--- src/xcel_defs.svh ---
// width, depth and credit macros shared by the accelerator tile
`ifndef XCEL_DEFS_SVH
`define XCEL_DEFS_SVH

// network word and coordinate widths
`define XCEL_DATA_W 32
`define XCEL_X_W 4
`define XCEL_Y_W 4

// word address inside a tile
`define XCEL_EPA_W 22

// load id doubles as the element index, so LEN tops out at 256
`define XCEL_LOAD_ID_W 8

`define XCEL_MAX_CREDITS 8
`define XCEL_FIFO_DEPTH 4

`endif

--- src/net_pkg.sv ---
// network packet op and field types, queued request and return records
`include "xcel_defs.svh"

package net_pkg;

  typedef enum logic [0:0] {
    OP_LOAD  = 1'b0,
    OP_STORE = 1'b1
  } op_e;

  typedef logic [`XCEL_X_W-1:0] coord_x_t;
  typedef logic [`XCEL_Y_W-1:0] coord_y_t;
  typedef logic [`XCEL_EPA_W-1:0] epa_t;
  typedef logic [`XCEL_LOAD_ID_W-1:0] load_id_t;
  typedef logic [`XCEL_DATA_W-1:0] data_t;
  typedef logic [`XCEL_DATA_W/8-1:0] mask_t;

  // incoming request as held in the request queue
  typedef struct packed {
    op_e      op;
    epa_t     epa;
    data_t    data;
    mask_t    mask;
    coord_x_t src_x;
    coord_y_t src_y;
  } slave_req_t;

  typedef struct packed {
    data_t    data;
    load_id_t load_id;
  } ret_t;

endpackage

--- src/xcel_pkg.sv ---
// accelerator CSR map and FSM state encoding

package xcel_pkg;

  // word index of each CSR within the tile
  typedef enum logic [3:0] {
    CSR_GO       = 4'd0,
    CSR_SRC      = 4'd1,
    CSR_DST      = 4'd2,
    CSR_LEN      = 4'd3,
    CSR_SCALE    = 4'd4,
    CSR_SUM      = 4'd5,
    CSR_PROF_CSR = 4'd6,
    CSR_PROF_LD  = 4'd7,
    CSR_PROF_RET = 4'd8
  } csr_e;

  typedef enum logic [1:0] {
    IDLE  = 2'd0,
    RUN   = 2'd1,
    DRAIN = 2'd2
  } xcel_state_e;

endpackage

--- src/stream_fifo.sv ---
// circular-buffer FIFO with a type-parameterized element
`timescale 1ns/1ps
`include "xcel_defs.svh"

module stream_fifo #(
  parameter type elem_t = logic [7:0]
) (
  input  logic  clk_i,
  input  logic  arst_n_i,
  input  logic  push_i,
  input  elem_t data_i,
  input  logic  pop_i,
  output elem_t data_o,
  output logic  v_o,
  output logic  full_o
);

  localparam int DEPTH = `XCEL_FIFO_DEPTH;
  localparam int PTR_W = $clog2(DEPTH);

  elem_t            mem_q [DEPTH];
  logic [PTR_W-1:0] wr_ptr_q;
  logic [PTR_W-1:0] rd_ptr_q;
  logic [PTR_W:0]   count_q;
  logic             do_push;
  logic             do_pop;

  assign v_o     = (count_q != '0);
  assign full_o  = (count_q == (PTR_W+1)'(DEPTH));
  assign data_o  = mem_q[rd_ptr_q];
  assign do_push = push_i && !full_o;
  assign do_pop  = pop_i && v_o;

  // pointers wrap on their own, depth is a power of two
  always_ff @(posedge clk_i or negedge arst_n_i) begin
    if (!arst_n_i) begin
      wr_ptr_q <= '0;
      rd_ptr_q <= '0;
      count_q  <= '0;
    end else begin
      if (do_push) wr_ptr_q <= wr_ptr_q + 1'b1;
      if (do_pop) rd_ptr_q <= rd_ptr_q + 1'b1;
      count_q <= count_q + (PTR_W+1)'(do_push) - (PTR_W+1)'(do_pop);
    end
  end

  always_ff @(posedge clk_i) begin
    if (do_push) mem_q[wr_ptr_q] <= data_i;
  end

endmodule

--- src/net_endpoint.sv ---
// network endpoint: request queue, reply routing, load credits
// and returned-data queue
`timescale 1ns/1ps
`include "xcel_defs.svh"

module net_endpoint (
  input  logic                clk_i,
  input  logic                arst_n_i,
  input  logic                req_in_v_i,
  input  net_pkg::op_e        req_in_op_i,
  input  net_pkg::epa_t       req_in_epa_i,
  input  net_pkg::data_t      req_in_data_i,
  input  net_pkg::mask_t      req_in_mask_i,
  input  net_pkg::coord_x_t   req_in_src_x_i,
  input  net_pkg::coord_y_t   req_in_src_y_i,
  input  logic                ret_in_v_i,
  input  net_pkg::data_t      ret_in_data_i,
  input  net_pkg::load_id_t   ret_in_load_id_i,
  output logic                in_v_o,
  output net_pkg::slave_req_t in_req_o,
  input  logic                in_yumi_i,
  input  logic                returning_v_i,
  input  net_pkg::data_t      returning_data_i,
  output logic                rep_v_o,
  output net_pkg::data_t      rep_data_o,
  output net_pkg::coord_x_t   rep_dst_x_o,
  output net_pkg::coord_y_t   rep_dst_y_o,
  input  logic                out_v_i,
  input  net_pkg::op_e        out_op_i,
  input  logic                net_ready_i,
  output logic                out_ready_o,
  output logic                returned_v_o,
  output net_pkg::ret_t       returned_o,
  input  logic                returned_yumi_i
);
  import net_pkg::*;

  localparam int CRED_W = $clog2(`XCEL_MAX_CREDITS + 1);

  slave_req_t        req_in;
  ret_t              ret_in;
  coord_x_t          rep_x_q;
  coord_y_t          rep_y_q;
  logic [CRED_W-1:0] outstanding_q;
  logic              has_credit;
  logic              take;
  logic              give;

  // --------------------
  // slave side
  always_comb begin
    req_in.op    = req_in_op_i;
    req_in.epa   = req_in_epa_i;
    req_in.data  = req_in_data_i;
    req_in.mask  = req_in_mask_i;
    req_in.src_x = req_in_src_x_i;
    req_in.src_y = req_in_src_y_i;
  end

  stream_fifo #(.elem_t(slave_req_t)) req_fifo_i (
    .clk_i    (clk_i),
    .arst_n_i (arst_n_i),
    .push_i   (req_in_v_i),
    .data_i   (req_in),
    .pop_i    (in_yumi_i),
    .data_o   (in_req_o),
    .v_o      (in_v_o),
    .full_o   ()
  );

  // requester of the popped entry, reply goes out next cycle
  always_ff @(posedge clk_i) begin
    if (in_yumi_i) begin
      rep_x_q <= in_req_o.src_x;
      rep_y_q <= in_req_o.src_y;
    end
  end

  assign rep_v_o     = returning_v_i;
  assign rep_data_o  = returning_data_i;
  assign rep_dst_x_o = rep_x_q;
  assign rep_dst_y_o = rep_y_q;

  // --------------------
  // master side credits
  assign has_credit  = (outstanding_q != CRED_W'(`XCEL_MAX_CREDITS));
  assign out_ready_o = net_ready_i && ((out_op_i != OP_LOAD) || has_credit);
  assign take        = out_v_i && out_ready_o && (out_op_i == OP_LOAD);
  assign give        = ret_in_v_i;

  always_ff @(posedge clk_i or negedge arst_n_i) begin
    if (!arst_n_i) begin
      outstanding_q <= '0;
    end else if (take && !give) begin
      outstanding_q <= outstanding_q + 1'b1;
    end else if (give && !take) begin
      outstanding_q <= outstanding_q - 1'b1;
    end
  end

  always_comb begin
    ret_in.data    = ret_in_data_i;
    ret_in.load_id = ret_in_load_id_i;
  end

  stream_fifo #(.elem_t(ret_t)) ret_fifo_i (
    .clk_i    (clk_i),
    .arst_n_i (arst_n_i),
    .push_i   (ret_in_v_i),
    .data_i   (ret_in),
    .pop_i    (returned_yumi_i),
    .data_o   (returned_o),
    .v_o      (returned_v_o),
    .full_o   ()
  );

endmodule

--- src/pkt_encode.sv ---
// global address to packet field encoder
`timescale 1ns/1ps
`include "xcel_defs.svh"

module pkt_encode (
  input  net_pkg::coord_x_t my_x_i,
  input  net_pkg::coord_y_t my_y_i,
  input  net_pkg::data_t    addr_i,
  input  net_pkg::op_e      op_i,
  input  net_pkg::data_t    data_i,
  input  net_pkg::mask_t    mask_i,
  input  net_pkg::load_id_t load_id_i,
  output net_pkg::op_e      out_op_o,
  output net_pkg::epa_t     out_epa_o,
  output net_pkg::data_t    out_data_o,
  output net_pkg::mask_t    out_mask_o,
  output net_pkg::coord_x_t out_dst_x_o,
  output net_pkg::coord_y_t out_dst_y_o,
  output net_pkg::coord_x_t out_src_x_o,
  output net_pkg::coord_y_t out_src_y_o,
  output net_pkg::load_id_t out_load_id_o
);
  import net_pkg::*;

  localparam int X_LSB = `XCEL_EPA_W + 2;
  localparam int Y_LSB = X_LSB + `XCEL_X_W;

  // byte address: y | x | word epa | byte offset
  assign out_epa_o   = addr_i[X_LSB-1:2];
  assign out_dst_x_o = addr_i[Y_LSB-1:X_LSB];
  assign out_dst_y_o = addr_i[Y_LSB+`XCEL_Y_W-1:Y_LSB];
  assign out_src_x_o = my_x_i;
  assign out_src_y_o = my_y_i;
  assign out_op_o    = op_i;
  assign out_mask_o  = mask_i;

  // loads carry only their id, stores only their data
  assign out_data_o    = (op_i == OP_LOAD) ? '0 : data_i;
  assign out_load_id_o = (op_i == OP_LOAD) ? load_id_i : '0;

endmodule

--- src/stream_xcel.sv ---
// streaming accelerator: CSR slave plus load, scale and store engine
`timescale 1ns/1ps
`include "xcel_defs.svh"

module stream_xcel (
  input  logic                clk_i,
  input  logic                arst_n_i,
  input  logic                in_v_i,
  input  net_pkg::slave_req_t in_req_i,
  output logic                in_yumi_o,
  output logic                returning_v_o,
  output net_pkg::data_t      returning_data_o,
  output logic                out_v_o,
  output net_pkg::data_t      out_addr_o,
  output net_pkg::op_e        out_op_o,
  output net_pkg::data_t      out_data_o,
  output net_pkg::mask_t      out_mask_o,
  output net_pkg::load_id_t   out_load_id_o,
  input  logic                out_ready_i,
  input  logic                returned_v_i,
  input  net_pkg::ret_t       returned_i,
  output logic                returned_yumi_o,
  input  net_pkg::data_t      csr_count_i,
  input  net_pkg::data_t      load_count_i,
  input  net_pkg::data_t      ret_count_i
);
  import net_pkg::*;
  import xcel_pkg::*;

  localparam int IDX_W = `XCEL_LOAD_ID_W + 1;

  xcel_state_e      state_q;
  data_t            src_q;
  data_t            dst_q;
  data_t            len_q;
  data_t            scale_q;
  data_t            sum_q;
  logic [IDX_W-1:0] ld_idx_q;
  logic [IDX_W-1:0] st_cnt_q;
  logic             st_pend_q;
  data_t            st_addr_q;
  data_t            st_data_q;
  logic             rep_rd_q;
  csr_e             rd_csr_q;
  csr_e             csr_idx;
  logic             csr_wr;
  logic             go;
  logic             ld_fire;
  logic             st_fire;
  logic             ld_last;
  logic             st_last;
  data_t            rd_data;

  // --------------------
  // CSR slave
  assign in_yumi_o = in_v_i;
  assign csr_idx   = csr_e'(in_req_i.epa[3:0]);
  assign csr_wr    = in_v_i && (in_req_i.op == OP_STORE);
  assign go        = csr_wr && (csr_idx == CSR_GO) && (state_q == IDLE) && (len_q != '0);

  // read data formed in the reply cycle so the profiler count includes this read
  always_comb begin
    case (rd_csr_q)
      CSR_GO:       rd_data = data_t'(state_q != IDLE);
      CSR_SRC:      rd_data = src_q;
      CSR_DST:      rd_data = dst_q;
      CSR_LEN:      rd_data = len_q;
      CSR_SCALE:    rd_data = scale_q;
      CSR_SUM:      rd_data = sum_q;
      CSR_PROF_CSR: rd_data = csr_count_i;
      CSR_PROF_LD:  rd_data = load_count_i;
      CSR_PROF_RET: rd_data = ret_count_i;
      default:      rd_data = '0;
    endcase
  end

  assign returning_data_o = rep_rd_q ? rd_data : '0;

  // --------------------
  // master port, a pending store wins over the next load
  always_comb begin
    out_v_o       = st_pend_q || (state_q == RUN);
    out_mask_o    = '1;
    out_load_id_o = ld_idx_q[`XCEL_LOAD_ID_W-1:0];
    if (st_pend_q) begin
      out_op_o   = OP_STORE;
      out_addr_o = st_addr_q;
      out_data_o = st_data_q;
    end else begin
      out_op_o   = OP_LOAD;
      out_addr_o = src_q + data_t'({ld_idx_q, 2'b00});
      out_data_o = '0;
    end
  end

  assign ld_fire         = out_v_o && out_ready_i && !st_pend_q;
  assign st_fire         = st_pend_q && out_ready_i;
  assign ld_last         = (data_t'(ld_idx_q) == len_q - 1'b1);
  assign st_last         = (data_t'(st_cnt_q) == len_q - 1'b1);
  assign returned_yumi_o = returned_v_i && !st_pend_q;

  always_ff @(posedge clk_i or negedge arst_n_i) begin
    if (!arst_n_i) begin
      state_q       <= IDLE;
      src_q         <= '0;
      dst_q         <= '0;
      len_q         <= '0;
      scale_q       <= '0;
      sum_q         <= '0;
      ld_idx_q      <= '0;
      st_cnt_q      <= '0;
      st_pend_q     <= 1'b0;
      returning_v_o <= 1'b0;
      rep_rd_q      <= 1'b0;
    end else begin
      returning_v_o <= in_yumi_o;
      rep_rd_q      <= in_v_i && (in_req_i.op == OP_LOAD);
      if (csr_wr) begin
        case (csr_idx)
          CSR_SRC:   src_q <= in_req_i.data;
          CSR_DST:   dst_q <= in_req_i.data;
          CSR_LEN:   len_q <= in_req_i.data;
          CSR_SCALE: scale_q <= in_req_i.data;
          default:   ;
        endcase
      end
      if (go) begin
        state_q  <= RUN;
        sum_q    <= '0;
        ld_idx_q <= '0;
        st_cnt_q <= '0;
      end
      if (ld_fire) begin
        ld_idx_q <= ld_idx_q + 1'b1;
        if (ld_last) state_q <= DRAIN;
      end
      // returned word: accumulate and queue its store
      if (returned_yumi_o) begin
        st_pend_q <= 1'b1;
        sum_q     <= sum_q + returned_i.data;
      end else if (st_fire) begin
        st_pend_q <= 1'b0;
        st_cnt_q  <= st_cnt_q + 1'b1;
        if (st_last) state_q <= IDLE;
      end
    end
  end

  always_ff @(posedge clk_i) begin
    if (in_yumi_o) rd_csr_q <= csr_idx;
    if (returned_yumi_o) begin
      st_addr_q <= dst_q + data_t'({returned_i.load_id, 2'b00});
      st_data_q <= returned_i.data * scale_q;
    end
  end

endmodule

--- src/xcel_profiler.sv ---
// saturating event counters for CSR pops, loads and returns
`timescale 1ns/1ps
`include "xcel_defs.svh"

module xcel_profiler (
  input  logic           clk_i,
  input  logic           arst_n_i,
  input  logic           csr_v_i,
  input  logic           load_v_i,
  input  logic           ret_v_i,
  output net_pkg::data_t csr_count_o,
  output net_pkg::data_t load_count_o,
  output net_pkg::data_t ret_count_o
);

  localparam int N_CNT = 3;

  logic [N_CNT-1:0]                   inc;
  logic [N_CNT-1:0][`XCEL_DATA_W-1:0] cnt_q;

  assign inc = {ret_v_i, load_v_i, csr_v_i};

  // hold at all ones instead of wrapping
  always_ff @(posedge clk_i or negedge arst_n_i) begin
    if (!arst_n_i) begin
      cnt_q <= '0;
    end else begin
      for (int i = 0; i < N_CNT; i++) begin
        if (inc[i] && (cnt_q[i] != '1)) cnt_q[i] <= cnt_q[i] + 1'b1;
      end
    end
  end

  assign csr_count_o  = cnt_q[0];
  assign load_count_o = cnt_q[1];
  assign ret_count_o  = cnt_q[2];

endmodule

--- src/xcel_tile.sv ---
// accelerator tile top: endpoint, packet encoder, streaming engine
// and profiler
`timescale 1ns/1ps

module xcel_tile (
  input  logic              clk_i,
  input  logic              arst_n_i,
  input  net_pkg::coord_x_t my_x_i,
  input  net_pkg::coord_y_t my_y_i,
  input  logic              req_in_v_i,
  input  net_pkg::op_e      req_in_op_i,
  input  net_pkg::epa_t     req_in_epa_i,
  input  net_pkg::data_t    req_in_data_i,
  input  net_pkg::mask_t    req_in_mask_i,
  input  net_pkg::coord_x_t req_in_src_x_i,
  input  net_pkg::coord_y_t req_in_src_y_i,
  input  logic              ret_in_v_i,
  input  net_pkg::data_t    ret_in_data_i,
  input  net_pkg::load_id_t ret_in_load_id_i,
  output logic              out_v_o,
  input  logic              out_ready_i,
  output net_pkg::op_e      out_op_o,
  output net_pkg::epa_t     out_epa_o,
  output net_pkg::data_t    out_data_o,
  output net_pkg::mask_t    out_mask_o,
  output net_pkg::coord_x_t out_dst_x_o,
  output net_pkg::coord_y_t out_dst_y_o,
  output net_pkg::coord_x_t out_src_x_o,
  output net_pkg::coord_y_t out_src_y_o,
  output net_pkg::load_id_t out_load_id_o,
  output logic              rep_v_o,
  output net_pkg::data_t    rep_data_o,
  output net_pkg::coord_x_t rep_dst_x_o,
  output net_pkg::coord_y_t rep_dst_y_o
);
  import net_pkg::*;

  logic       in_v;
  slave_req_t in_req;
  logic       in_yumi;
  logic       returning_v;
  data_t      returning_data;
  logic       xcel_ready;
  data_t      xcel_addr;
  op_e        xcel_op;
  data_t      xcel_data;
  mask_t      xcel_mask;
  load_id_t   xcel_load_id;
  logic       returned_v;
  ret_t       returned;
  logic       returned_yumi;
  logic       load_acc;
  data_t      csr_count;
  data_t      load_count;
  data_t      ret_count;

  // a load counts once the endpoint takes it
  assign load_acc = out_v_o && xcel_ready && (xcel_op == OP_LOAD);

  net_endpoint endpoint_i (
    .*,
    .in_v_o           (in_v),
    .in_req_o         (in_req),
    .in_yumi_i        (in_yumi),
    .returning_v_i    (returning_v),
    .returning_data_i (returning_data),
    .out_v_i          (out_v_o),
    .out_op_i         (xcel_op),
    .net_ready_i      (out_ready_i),
    .out_ready_o      (xcel_ready),
    .returned_v_o     (returned_v),
    .returned_o       (returned),
    .returned_yumi_i  (returned_yumi)
  );

  pkt_encode encode_i (
    .*,
    .addr_i    (xcel_addr),
    .op_i      (xcel_op),
    .data_i    (xcel_data),
    .mask_i    (xcel_mask),
    .load_id_i (xcel_load_id)
  );

  stream_xcel xcel_i (
    .clk_i            (clk_i),
    .arst_n_i         (arst_n_i),
    .in_v_i           (in_v),
    .in_req_i         (in_req),
    .in_yumi_o        (in_yumi),
    .returning_v_o    (returning_v),
    .returning_data_o (returning_data),
    .out_v_o          (out_v_o),
    .out_addr_o       (xcel_addr),
    .out_op_o         (xcel_op),
    .out_data_o       (xcel_data),
    .out_mask_o       (xcel_mask),
    .out_load_id_o    (xcel_load_id),
    .out_ready_i      (xcel_ready),
    .returned_v_i     (returned_v),
    .returned_i       (returned),
    .returned_yumi_o  (returned_yumi),
    .csr_count_i      (csr_count),
    .load_count_i     (load_count),
    .ret_count_i      (ret_count)
  );

  xcel_profiler profiler_i (
    .clk_i        (clk_i),
    .arst_n_i     (arst_n_i),
    .csr_v_i      (in_yumi),
    .load_v_i     (load_acc),
    .ret_v_i      (returned_yumi),
    .csr_count_o  (csr_count),
    .load_count_o (load_count),
    .ret_count_o  (ret_count)
  );

endmodule

--- config.mk ---
export PLATFORM = sky130hd
export DESIGN_NAME = xcel_tile
export DESIGN_NICKNAME = d
export VERILOG_FILES = /design/src/net_pkg.sv /design/src/xcel_pkg.sv /design/src/stream_fifo.sv /design/src/net_endpoint.sv /design/src/pkt_encode.sv /design/src/stream_xcel.sv /design/src/xcel_profiler.sv /design/src/xcel_tile.sv
export VERILOG_INCLUDE_DIRS = /design/src
export SDC_FILE = /design/constraint.sdc
export NUM_CORES = 2
export LEC_CHECK = 0
export BUFFER_PORTS_ARGS = -buffer_cell sky130_fd_sc_hd__buf_2
export CELL_PAD_IN_SITES_DETAIL_PLACEMENT = 0
export CELL_PAD_IN_SITES_GLOBAL_PLACEMENT = 1
export CORE_AREA = 2 2 351 353
export DETAILED_ROUTE_END_ITERATION = 7
export DIE_AREA = 0 0 353 355
export PLACE_DENSITY_LB_ADDON = 0.12
export REMOVE_ABC_BUFFERS = 1
export SYNTH_ARGS = -nofsm -noshare
export SYNTH_HDL_FRONTEND = slang
export SYNTH_SLANG_ARGS = --single-unit
--- constraint.sdc ---
create_clock -name clk_i -period 18.8 [get_ports clk_i]
set_clock_uncertainty 0.2 [all_clocks]
set_input_delay 2.82 -clock clk_i [delete_from_list [all_inputs] [get_ports clk_i]]
set_output_delay 2.82 -clock clk_i [all_outputs]
set_load 0.01 [all_outputs]
# Word level (Yosys, flattened, before mapping)
# Memory sizes are Yosys's and may differ from the RTL's.
# Index checks and enable logic that the tools add are counted.
# Widths: inputs -> output; s select.
# totals
register_bits,373
latch_bits,0
ramBits,428
rom_bits,0
out_inout_bits,125
mem_count,2
# op_classes
add_sub_neg,19
mul,1
div,0
n_lt_le_gt_ge,0
n_eq_ne,21
n_shift,0
n_mux,28
bitwise_logic,2
n_reduce_logical,41
# memory_table
memory,words,word_bits,read_ports,rd_clocked_by_memory_dff,wr,line_no,text
endpoint_i.req_fifo_i.mem_q,4,67,1,0,1,stream_fifo.sv:21,elem_t mem_q [DEPTH];
endpoint_i.ret_fifo_i.mem_q,4,40,1,0,1,stream_fifo.sv:21,
# op_table
cell,n
$pmux 32 s9,1
$mux 32,6
$add 32x1->32 const B,3
$ne 32x32->1 const B,3
$eq 9x32->1,2
$mux 9,5
$add 32x10->32,1
$add 32x11->32,1
$add 32x32->32,1
$mul 32x32->32,1
$reduce_bool 32->1,1
$sub 32x1->32 const B,1
$eq 4x3->1 const B,5
$logic_and 1x1->1,19
$add 9x1->9 const B,2
$eq 4x2->1 const B,4
$mux 2,6
$reduce_bool 2->1,5
$add 2x1->2 const B,4
$eq 4x1->1 const B,2
$logic_not 4->1,2
$mux 4,2
$mux 8,1
$reduce_and 2->1,4
other kinds (14),30

# Longest topological paths before layout
# logic_depth
depth_word,11
mapped_depth,30

# Modules after synthesis
# Synthesis repeated with hierarchy kept, for this count alone.
# hier_totals
hier_cells,4406
hier_area_um2,53112.2
# by_module_without_submodules
mod,instances,cells_each,area_per_inst_um2,seq_area_each_um2
stream_xcel,1,3160,30564.3,6621.4
stream_fifo at endpoint_i.req_fifo_i,1,391,10141.0,8222.9
stream_fifo at endpoint_i.ret_fifo_i,1,250,6289.8,4979.8
xcel_profiler,1,444,4705.8,2402.3
net_endpoint,1,73,807.0,340.3
pkt_encode,1,87,595.6,0.0
xcel_tile,1,1,8.8,0.0

# Worst setup path before layout
# Ideal clock, no wire load.
# synth_path
path_type,reg-to-reg
from,register endpoint_i.ret_fifo_i.rd_ptr_q[0]
to,"register xcel_i.st_data_q[29], data pin"
setup_ps,258
t_arrival_ps,7375
slack_ps,10968
stages_incl_launch_ff,28
n_path_buf,3
synth_period_minus_slack_ps,7832
cell_sequence,dfrtp_1 buf_6 buf_6 mux4_2 clkbuf_1 and2_1 fa_1 fa_1 fa_1 inv_1 fa_1 inv_1 fa_1 inv_1 fa_1 inv_1 fa_1 fa_1 ha_1 and4_1 o221ai_1 a211o_1 nand3_1 o221ai_1 o31ai_1 o21a_1 nor2_1 xnor2_1
# synth_between
elab_chain_cells,2
# synth_lines
element,line_no,text
start: declaration,stream_fifo.sv:23,logic [PTR_W-1:0] rd_ptr_q;
start signal: assignment,stream_fifo.sv:42,if (do_pop) rd_ptr_q <= rd_ptr_q + 1'b1;
$mem_v2 4x40,n/a,
$mul 32x32->32,stream_xcel.sv:153,st_data_q <= returned_i.data * scale_q;
end signal: assignment,stream_xcel.sv:153,
end: declaration,stream_xcel.sv:42,data_t st_data_q;
# No other way between the ends.
# A chain may end at the register's enable or synchronous reset.

# Worst setup path after layout
# layout_path
from,register endpoint_i.ret_fifo_i.rd_ptr_q[0]
to,"register xcel_i.st_data_q[31], data pin"
# Same word-level chain as after synthesis.

==> reports/qor.txt <==
Hold depth = 1
Drt pass-1 iters = 8
Max clock buf depth = 3
RSZ-0062 raised after global routing = no
Worst-Margin Slew = 1190 ps
Clock transition at the registers of the reported paths = 60 ps
CTS tree = done
Reg2Reg Setup Slack = 9260 ps
Hold buffer count at cts = 0
Buffers on Ports = 202
Slew Limit Headroom = 20.5%
Drt drc = 1
Routed vias/inst = 5.27
Violated checks = design-rule violations
Vias in the first global route = 33200
Final net count = 5015
Min-delay worst type = reg -> reg
Clock latency on the worst-skew pair = 700 ps
Critical Path RT = 18980 ps
Gpl congestion = 0.853
Seq/Total Area, Yosys = 41.2%
Hold Startpoint = endpoint_i.outstanding_q[3]
Initial Utilization = 39.7%
Largest net degree at the start of global routing = 104
#FFs+latches synth = 711
Dominant synthesized flop cell = edfxtp_1
Area delta synth->final = 11.6%
Initial antenna violation count = 2
Die ar. = 125000 sq um
Num CTS Buffers = 82
Detailed Route Iter0 Violations = 2140
Number of flops mapped to enable cells by yosys = 414
Yosys cell types = 85
R2r startpoint = endpoint_i.ret_fifo_i.rd_ptr_q[0]
Congestion Overflow GR = 0
Cells after Synth = 4132
Ranking of synthesized cells by area = edfxtp_1 26%, fa_1 17%, dfrtp_1 15%, ha_1 5.0%, and2_1 4.4%
DP Wirelength = 102000 um
Fill cell count = 11600
Placed Area = 51000 sq um
Cts repair resizes = 0
YS warnings = 0
Crit end category = flip-flop
Fin crit share = 50.7%
FFs w/ async S/R, synth = 41.8%
Status = finished, violations left
Via count = 31500
Syn Area/Cell = 11.7 sq um
CTS H-tree lvls = 3
Setup_tns = 0 ps
WHS = 269 ps
Rows = 128
CP max FO = 37
Slew Limit Fails = 0
Post-CTS Setup Inserts = 0
Wire per inst = 23.7 um
Core ar. = 121000 sq um
Die height = 355 um
Hold Path Sink = endpoint_i.outstanding_q[3]
Startpoint types = flip-flop
Max Fclk = 105 MHz
Share of the synthesized area in the top cell type = 25.8%
First-pass GRT wire length = 215000 um
Total GRT Usage = 22.9%
Die Width = 353 um
CP arrival = 9720 ps
Post-synth top cells = 467 x inv_1, 452 x nand2_1, 414 x edfxtp_1, 414 x fa_1, 336 x and2_1
Max-cap violation count = 0
Setup-failing EPs final = 0
# IOs = 245
Fin. Hold Viols = 0
Min Tclk post-route = 9540 ps
WS Path Type = reg -> reg
Most common cell in the netlist = inv_1
ANT nets after route = 0
Share of cells above drive strength 1 = 15.2%
Clock net sink count = 711
Final wirelength = 142000 um
Final core area utilization = 44.3%
Post-Syn Area = 48200 sq um
Reg-to-Reg End = xcel_i.st_data_q[31]
CTS root buffer = clkbuf_16
Post-Layout Inst Area = 53800 sq um
Reg2reg path depth = 24
Yosys top cell by area = edfxtp_1
## routing by layer
metal / global-route usage (%) / up-vias / share of wire [%]
met1: 31.7 / 16300 / 45
met3: 2.70 / 164 / 4.4
met4: 6.72 / 0 / 2.9
met2: 37.9 / 756 / 47
met5: 0 / - / 0
li1: - / 14300 / -
## cells by family after synthesis
| kind of cell | count (synthesis) | synth area share [%] |
|---|---|---|
| AND/OR/NAND/NOR | 1171 | 12.1 |
| flip-flops | 711 | 41.2 |
| buffers and inverters | 668 | 5.40 |
| adder cells (fa/ha/maj) | 607 | 22.2 |
| AO/OA/AOI/OAI | 446 | 6.26 |
| XOR/XNOR | 298 | 5.45 |
| multiplexers | 230 | 7.35 |
| other | 1 | 0.00779 |
## metrics by stage
| step | instances | setup WS [ps] |
|---|---|---|
| 5_1_grt | 5981 | 8700 |
| 4_1_cts | 5981 | 9100 |
| 2_1_floorplan | 3936 | 9700 |
| 3_5_place_dp | 5829 | 9120 |
| 3_3_place_gp | 5829 | 9150 |
| 6_report | 5982 | 9260 |
## layout make-up
cell class              instances  area, sq um  area share [%]
multi-input cells            2756        25800            47.9
flip-flops and latches        711        19900            37.0
clock buffers                 106         2210            4.12
well taps                    1625         2030            3.78
inverters                     469         1760            3.28
repair buffers                268         1520            2.82
clock inverters                46          599            1.11
diodes                          1         2.50         0.00465
## critical path, cell delays in order (launching register included)
cell	delay, ps
dfrtp_2	470
buf_4	670
mux4_2	920
and2_1	320
fa_1	540
fa_1	460
fa_1	530
inv_1	70
fa_1	470
inv_1	50
fa_1	490
inv_1	50
fa_1	530
inv_1	50
fa_1	490
fa_1	430
ha_1	390
and4_1	270
o221ai_1	190
a211o_1	320
nand3_1	220
o221ai_1	250
o31ai_1	450
o22ai_1	150
xnor2_1	160
## cell usage in the layout, fill, tap and decap left out, types with 66 or more instances in the layout
cell type  synthesis  routed
xor2_1            83      83
mux4_2            85      85
fa_1             414     414
inv_1            467     467
nand2_1          452     452
ha_1             193     193
edfxtp_1         414     414
dfrtp_1          297     291
o21ai_0          104     102
buf_2             11     201
a21oi_1           84      84
nor2_1           118     115
clkbuf_16          0      83
xnor2_1          213     213
mux2_2           138     138
buf_4             13      66
nand3_1           91      90
and2_1           336     328
## sequential cells by signal, summed over array words and instances, names as in the netlist, 3 cells and up
| register | flops |
|---|---|
| endpoint_i.ret_fifo_i.count_q | 3 |
| xcel_i.st_cnt_q | 9 |
| endpoint_i.req_fifo_i.mem_q | 180 |
| endpoint_i.ret_fifo_i.mem_q | 160 |
| profiler_i.ret_count_o | 32 |
| xcel_i.dst_q | 32 |
| profiler_i.load_count_o | 32 |
| endpoint_i.outstanding_q | 4 |
| xcel_i.sum_q | 32 |
| xcel_i.st_addr_q | 30 |
| endpoint_i.req_fifo_i.count_q | 3 |
| xcel_i.scale_q | 32 |
| endpoint_i.rep_dst_y_o | 4 |
| xcel_i.src_q | 32 |
| xcel_i.ld_idx_q | 9 |
| xcel_i.st_data_q | 32 |
| xcel_i.rd_csr_q | 4 |
| xcel_i.len_q | 32 |
| endpoint_i.rep_dst_x_o | 4 |
| profiler_i.csr_count_o | 32 |
## worst max path at each step
stage	depth (start not counted)	slack, ps	start	to
after global placement	25	9150	endpoint_i.ret_fifo_i.rd_ptr_q[0]	xcel_i.st_data_q[29]
after CTS	25	9100	endpoint_i.ret_fifo_i.rd_ptr_q[0]	xcel_i.st_data_q[29]
final	24	9260	endpoint_i.ret_fifo_i.rd_ptr_q[0]	xcel_i.st_data_q[31]
after floorplan	24	9700	endpoint_i.ret_fifo_i.rd_ptr_q[0]	xcel_i.st_data_q[29]
after detailed placement	25	9120	endpoint_i.ret_fifo_i.rd_ptr_q[0]	xcel_i.st_data_q[29]
after global routing	25	8700	endpoint_i.ret_fifo_i.rd_ptr_q[0]	xcel_i.st_data_q[29]
Power is not shown: default switching activity piles up to over one toggle a cycle in this logic, so the estimate is an artifact.
